File: src/vmem_pkg.sv
// ========================================
// Widths, vector types and level-2 entry
// field positions for the virtual memory map
// ========================================

package vmem_pkg;

   localparam int VMA_W      = 24;
   localparam int L1_ADDR_W  = 11;
   localparam int L1_ENTRY_W = 5;
   localparam int L2_ADDR_W  = 10;
   localparam int L2_ENTRY_W = 24;
   localparam int PPN_W      = 14;
   localparam int PHYS_W     = 22;
   localparam int META_W     = 8;

   localparam int L1_DEPTH = 2048;
   localparam int L2_DEPTH = 1024;

   // Level-2 entry layout, access and write permission on top
   localparam int L2_ACCESS_BIT = 23;
   localparam int L2_WRITE_BIT  = 22;
   localparam int L2_META_HI    = 21;
   localparam int L2_META_LO    = 14;
   localparam int L2_PPN_HI     = 13;
   localparam int L2_PPN_LO     = 0;

   typedef logic [VMA_W-1:0]      vma_t;
   typedef logic [L1_ADDR_W-1:0]  l1_addr_t;
   typedef logic [L1_ENTRY_W-1:0] l1_entry_t;
   typedef logic [L2_ADDR_W-1:0]  l2_addr_t;
   typedef logic [L2_ENTRY_W-1:0] l2_entry_t;
   typedef logic [PPN_W-1:0]      ppn_t;
   typedef logic [PHYS_W-1:0]     phys_addr_t;
   typedef logic [META_W-1:0]     meta_t;

endpackage
File: src/access_check_stage.sv
// ========================================
// Final stage, physical address and faults
// ========================================

`timescale 1ns/100ps

module access_check_stage
(
   input  logic                  clk_a,
   input  logic                  reset,
   input  logic                  s2_valid,
   input  logic [7:0]            s2_offset,
   input  logic                  s2_write,
   input  vmem_pkg::l2_entry_t   s2_entry,
   output logic                  xlate_done,
   output vmem_pkg::phys_addr_t  phys_addr,
   output vmem_pkg::meta_t       meta,
   output logic                  access_fault,
   output logic                  write_fault
);

   logic             access_ok;
   logic             write_ok;
   vmem_pkg::ppn_t   ppn;
   vmem_pkg::meta_t  entry_meta;

   assign access_ok  = s2_entry[vmem_pkg::L2_ACCESS_BIT];
   assign write_ok   = s2_entry[vmem_pkg::L2_WRITE_BIT];
   assign ppn        = s2_entry[vmem_pkg::L2_PPN_HI:vmem_pkg::L2_PPN_LO];
   assign entry_meta = s2_entry[vmem_pkg::L2_META_HI:vmem_pkg::L2_META_LO];

   // Faults only rise alongside done, so they clear on idle cycles
   always_ff @(posedge clk_a)
   begin
      if (reset)
      begin
         xlate_done   <= 1'b0;
         access_fault <= 1'b0;
         write_fault  <= 1'b0;
      end
      else
      begin
         xlate_done   <= s2_valid;
         access_fault <= s2_valid & ~access_ok;
         write_fault  <= s2_valid & access_ok & s2_write & ~write_ok;
      end
   end

   always_ff @(posedge clk_a)
   begin
      if (s2_valid)
      begin
         phys_addr <= {ppn, s2_offset};
         meta      <= entry_meta;
      end
   end

   assert property (@(posedge clk_a) disable iff (reset)
      !(access_fault && write_fault));

   // A fault never shows without a completed translation
   assert property (@(posedge clk_a) disable iff (reset)
      !xlate_done |-> !access_fault && !write_fault);

endmodule

File: config.mk
export PLATFORM = sky130hd
export DESIGN_NAME = access_check_stage
export DESIGN_NICKNAME = d
export VERILOG_FILES = /design/src/vmem_pkg.sv /design/src/access_check_stage.sv
export SDC_FILE = /design/constraint.sdc
export NUM_CORES = 1
export LEC_CHECK = 0
export BUFFER_PORTS_ARGS = -buffer_cell sky130_fd_sc_hd__clkbuf_2
export CAP_MARGIN = 20
export CORE_MARGIN = 8
export CORE_UTILIZATION = 30
export DETAILED_ROUTE_END_ITERATION = 16
export GPL_TIMING_DRIVEN = 1
export HOLD_SLACK_MARGIN = 0.03
export PLACE_DENSITY_LB_ADDON = 0.1
export SYNTH_ARGS = -nofsm -noshare
export SYNTH_HDL_FRONTEND = slang
export SYNTH_SLANG_ARGS = --single-unit
File: constraint.sdc
create_clock -name clk_a -period 0.8 [get_ports clk_a]
set_input_delay 0.04 -clock clk_a [delete_from_list [all_inputs] [get_ports clk_a]]
set_output_delay 0.04 -clock clk_a [all_outputs]
set_load 0.1 [all_outputs]
; ---- After elaboration in Yosys (flattened, before gate mapping)
; Cells that the tools add are included.
; Widths: inputs -> output; s select.
[op_classes]
bitwise = 6
[ops]
columns = op, n
row1 = $and 1x1->1, 4
row2 = $not 1->1, 2
[word_totals]
output_inout_bits = 33
input_bits = 36
ff_bits = 33
wordCells = 11

; ---- Depth between registers and ports, before layout
; Gate-level depths: netlist of run 1.
[logic_depth]
ltp_word = 3
depth_mapped = 2
ltp_nobuf = 2

; ---- Worst setup path before layout of run 1
; Ideal clock, no wire load.
[synth_timing]
kind = register to output
from = reg access_fault
to = out access_fault
stages_incl_launch_ff = 1
path_buffers = 0
required_time_ns = 0.760
arrival_ns = 0.909
path_slack_ns = -0.149
cell_sequence = dfxtp_1
[synth_lines]
columns = element, line_no
row1 = "start, declared", access_check_stage.sv:18  ; output logic access_fault,
row2 = "start signal, assigned", access_check_stage.sv:44  ; access_fault <= s2_valid & ~access_ok;
; No word-level cell between the ends.

; ---- Final worst setup path of run 1
[layout_timing]
from = reg phys_addr[3]
to = out phys_addr[3]
[layout_lines]
columns = element, line_no
row1 = "start, declared", access_check_stage.sv:16  ; output vmem_pkg::phys_addr_t phys_addr,
row2 = "start signal, assigned", access_check_stage.sv:53  ; phys_addr <= {ppn, s2_offset};
; No word-level cell between the ends.

==> impl_results.md, run 1 <==
* Crit path buffers/inverters at 1
* Fillers at 228
* CP Cell Sequence: buf_12
* Hpwl dp at 2000 microns
* Drt pass-1 iters at 4
* Chip width at 73.6 microns
* Worst slew pin tran at 0.125 ns
* Fmax at 1.00 GHz
* Die area at 5420 sq um
* Gr ovfl total at 0
* N_diodes at 0
* Overall power at 4.71 mW
* CP Capture Type: primary output
* Yosys top cell by area: edfxtp_1
* Mean Syn Cell Area at 26.2 sq um
* Design Area, Final at 2330 sq um
* Share of the synthesized area in the top cell type at 90.5%
* Initial antenna violation count at 0
* Largest net degree at the start of global routing at 20
* Synthesized cell area at 996 sq um
* Share of the clock period used by the worst path at 125%
* Post-synth cell types at 7
* Count leader, synth: edfxtp_1
* #FFs+latches synth at 33
* DRT Wirelength at 2950 microns
* Leakage at 0.991 nW
* Clock sinks at 33
* Fin worst setup slack at -0.199 ns
* Violated checks: setup timing
* Crit Path Class: reg2out
* First-pass GRT wire length at 4550 microns
* Outcome: complete, but fails checks
* Fin nets at 185
* Most frequent cells after synthesis: edfxtp_1, dfxtp_1
* Final setup fails at 33
* Synth warn at 0
* Bufs on Longest Clock Path at 2
* Number of global-route vias before repair at 898
* Setup crit start kind: register
* # port buffers at 68
* Via density at 3.97
* Fraction of registers with async set/reset at 0%
* Avg WL per Cell at 15.1 microns
* Row cnt at 21
* Multi-input gate area at 37.5 sq um
* Tightest Hold Check Type: in2reg
* CTS H-tree lvls at 2
* Post-synth EDFFs at 30
* Final Hold Viols at 0
* Core ar. at 3260 sq um
* Layout cell share with drive strength beyond 1 at 54.7%
* Pwr dens at 2020 nW/um^2
* Mapped Cells at 38
* Worst path top cell family by delay: flip-flops
* P&R area growth vs syn at 134%
* CTS tree: done
* Residual DRC at 0
* Total of max-cap violations at 0
* I/O pin count at 69
* Rel. slew slack at 91.6%
* Period minus WS final at 0.999 ns
* Syn Nets at 74
* Max Transition Viols Final at 0
* Initial DRC Count at 35
* Total CTS buffers at 5
* Setup TNS at -5.72 ns
* GRT Util Overall at 11.8%
* Synth Flop Type: edfxtp_1
* Max Fanout on Critical Path at 1
* Die Ht at 73.6 microns
* # Post-CTS Setup Buffers at 0
* Slowest-stage cell, CP: edfxtp_1
* Max IR drop VDD at 1.04 mV
* RSZ-0062 raised after global routing: true
* Register area at 965 sq um
* CP max stage delay at 0.44 ns
* WP data required at 0.76 ns
* Routed vias at 779
* CTS Root Cell: clkbuf_4
* Arr. time, crit path at 0.96 ns
* DRT antenna net count at 0
* DP Area at 1930 sq um
* Sequential area share after synthesis at 96.5%
* Starting Density at 30.6%
* Worst-path clk slew at 0.09 ns
* Area contributors post-synth: edfxtp_1, dfxtp_1, nand2b_4
* Final Hold Slack at 0.138 ns
* Gpl congestion at 0.672
-- layer usage --
layer | global-route usage [%] | vias up | routed length [microns]
met5 | 0 | - | 0
met4 | 8.20 | 0 | 88
met3 | 5.73 | 9 | 276
met2 | 21.2 | 43 | 1660
met1 | 9.81 | 359 | 931
li1 | - | 368 | -
-- final timing paths --
path,start,to,slack (ns),depth (start not counted)
max,phys_addr[3],phys_addr[3],-0.20,1
min,s2_valid,phys_addr[3],0.14,2
-- where the power goes --
group          switching, mW  internal (mW)  total (mW)
registers              0.102           2.03        2.13
clock network          0.517          0.334       0.851
logic                   1.07          0.658        1.73
total                   1.69           3.02        4.71
-- through the flow --
step,instances,setup WS (ns),utilization [%]
6_report,196,-0.199,71.5
5_1_grt,196,-0.241,71.5
4_1_cts,196,-0.231,71.4
3_5_place_dp,154,0.140,59.3
3_3_place_gp,154,0.149,59.3
2_1_floorplan,38,-0.144,-
-- cells in the final DEF, fill, tap and decap left out --
cell type,instances
clkbuf_2,35
buf_12,35
dlygate4sd3_1,34
edfxtp_1,30
clkbuf_4,5
dfxtp_2,3
clkinv_2,2
nand2b_4,1
inv_1,1
nor2_1,1
nand2_1,1
nor3_4,1
clkbuf_1,1
-- what timing repair did --
action	4_1_cts	5_1_grt
endpoints found under the setup margin	33	34
hold buffers	34	0
endpoints found under the hold margin	33	0
resized for setup	0	1
-- cell type report --
class / count / area share, %
timing repair buffer: 104 / 52.2
sequential: 33 / 41.4
tap: 46 / 2.47
clock buffer: 6 / 1.77
multi-input combinational: 4 / 1.61
clock inverter: 2 / 0.429
inverter: 1 / 0.161
-- logic make-up (layout without fill, tap and decap cells) --
logic type	Yosys count	count (layout)	synth area share [%]
buffers and inverters	1	113	0.377
flip-flops	33	33	96.5
AND/OR/NAND/NOR	4	4	3.14
-- flip-flops by register name (all words and copies together) (netlist names) --
name / cells
meta: 8
xlate_done: 1
access_fault: 1
write_fault: 1
phys_addr: 22
No activity file was read; power rests on OpenSTA's default activity.
==> run 2: changes to the inputs <==
--- a/config.mk
+++ b/config.mk
@@ -5,6 +5,7 @@
 export SDC_FILE = /design/constraint.sdc
 export NUM_CORES = 1
 export LEC_CHECK = 0
+export ABC_AREA = 1
 export BUFFER_PORTS_ARGS = -buffer_cell sky130_fd_sc_hd__clkbuf_2
 export CAP_MARGIN = 20
 export CORE_MARGIN = 8
==> run 2 against run 1 <==
  * The flow still finishes with violations (setup timing)
  * First-iteration DRC count decreased by 5.7%
  * Final cell count increased by 0.51%
  * Combinational power barely moved
  * Power fell by 1.4%
  * Fmax grew 1.3%
==> impl_results.md, run 2 <==
* Outcome: complete, but fails checks
* Violated checks: setup timing
* CP Capture Type: primary output
* Setup crit start kind: register
* RSZ-0062 raised after global routing: true
* First-pass GRT wire length at 4520 microns
* CTS H-tree lvls at 2
* Simple-Gate Fraction of Synth Area at 2.14%
* Area contributors post-synth: edfxtp_1, dfxtp_1, inv_1
* Largest reg by FF count: phys_addr
* Max FFs per register at 22
* Max Transition Viols Final at 0
* CP Cell Sequence: buf_12
* CP max stage delay at 0.43 ns
* Mux cell area share after synthesis at 0%
* Yosys top cell by area: edfxtp_1
* Drt pass-1 iters at 4
* Rel. slew slack at 91.6%
* Max IR drop VDD at 1.04 mV
* XOR/XNOR share of the synthesized area at 0%
* Adder-cell share of the synthesized area at 0%
* Mean Syn Cell Area at 24.8 sq um
* Overall power at 4.65 mW
* Fraction of registers with async set/reset at 0%
* Main combinational cell family by area after synthesis: simple AND/OR/NAND/NOR gates
* CTS tree: done
* Post-Layout Cell Count at 197
* Crit Path Class: reg2out
* Avg WL per Cell at 14.5 microns
* GRT Util Overall at 11.6%
* Routed vias at 772
* DRT antenna net count at 0
* Number of global-route vias before repair at 886
* Max Fanout on Critical Path at 1
* Largest net degree at the start of global routing at 19
* Synth warn at 0
* Synthesized cell area at 993 sq um
* Layout cell share with drive strength beyond 1 at 53.0%
* Gpl congestion at 0.645
* Post-synth cell types at 7
* Count leader, synth: edfxtp_1
* Most frequent cells after synthesis: edfxtp_1, dfxtp_1, inv_1
* Post-synth EDFFs at 30
* Worst-path clk slew at 0.09 ns
* Worst path top cell family by delay: flip-flops
* Die area at 5410 sq um
* Worst slew pin tran at 0.126 ns
* Fin worst setup slack at -0.186 ns
* Synth Flop Type: edfxtp_1
* Crit path buffers/inverters at 1
* Via density at 3.92
* I/O pin count at 69
* Mapped Cells at 40
* Post_cts resized at 0
* Starting Density at 30.5%
* CTS Root Cell: clkbuf_4
* Hold Crit Start: s2_valid
* Total of max-cap violations at 0
* Pwr dens at 2010 nW/um^2
* Most frequent cells in the layout: clkbuf_2, buf_12, dlygate4sd3_1
* Final setup fails at 33
* Post-synthesis compound-gate area fraction at 0%
* Worst Setup SP: phys_addr[21]
* #FFs+latches synth at 33
* WP data required at 0.76 ns
* DRT Wirelength at 2860 microns
* Final Util at 71.1%
* Dpl cells at 156
* Period minus WS final at 0.986 ns
* Syn Nets at 76
* Bufs on Longest Clock Path at 2
* Share of the clock period used by the worst path at 123%
* Top flop regs: phys_addr x22, meta x8
* Arr. time, crit path at 0.95 ns
* N_diodes at 0
* Row cnt at 21
* Leakage at 0.984 nW
* Sequential area share after synthesis at 96.7%
* Chip width at 73.5 microns
* Hpwl dp at 1960 microns
* Residual DRC at 0
* Final Hold Viols at 0
* Share of the synthesized area in the top cell type at 90.7%
* Core ar. at 3260 sq um
* P&R area growth vs syn at 133%
* Gr ovfl total at 0
* Clock sinks at 33
* # port buffers at 68
* Fin nets at 187
* Initial antenna violation count at 0
* Total CTS buffers at 5
* Initial DRC Count at 33
* Die Ht at 73.5 microns
* Tightest Hold Check Type: in2reg
* Slowest-stage cell, CP: edfxtp_1
* Setup TNS at -5.46 ns
* Fmax at 1.01 GHz
-- run 2: cell count changes after synthesis, sizes merged --
cell    delta
inv        +2
nand2b     -1
nand3      +1
nor2       +1
nor3       -1
-- run 2: final cells by class --
type	count	area [sq um]
fill	245	942
tap	46	57.6
multi-input combinational	4	21.3
sequential	33	965
timing repair buffer	104	1220
inverter	3	11.3
clock inverter	1	3.75
clock buffer	6	41.3
-- run 2: repair_timing --
action                                  in CTS  in global routing
buffers inserted                             0                  0
hold endpoints to repair                    33                  0
endpoints found under the setup margin      33                 33
hold buffers                                34                  0
-- run 2: worst paths after layout --
check | endpoint | slack (ns) | cells past startpoint
setup / recovery | phys_addr[21] | -0.19 | 1
hold / removal | meta[2] | 0.14 | 2
-- run 2: cell families (layout without fill, tap and decap cells) --
| group | Yosys count | count (layout) |
|---|---|---|
| buf+inv | 3 | 114 |
| flops | 33 | 33 |
| simple gates | 4 | 4 |
-- run 2: per-layer routing --
metal  vias to the layer above  track usage [%]  wire length (microns)
li1                        369                -                      -
met1                       360             9.73                    853
met2                        37             21.0                   1660
met3                         6             7.37                    300
met4                         0             4.66                     42
met5                         -                0                      0
-- run 2: power breakdown --
| group | total (mW) | switching [mW] | leakage, nW | internal, mW |
|---|---|---|---|---|
| Sequential | 2.13 | 0.101 | 0.319 | 2.03 |
| Clock | 0.796 | 0.478 | 0.0258 | 0.318 |
| Combinational | 1.72 | 1.07 | 0.639 | 0.654 |
-- run 2: stage by stage --
step                      area (sq um)  hold slack [ns]  worst slack, ns
after floorplan                    997            0.105           -0.144
after global placement            1930            0.210            0.148
after detailed placement          1930            0.211            0.138
after CTS                         2320            0.114           -0.229
after global routing              2320            0.121           -0.248
final                             2320            0.144           -0.186
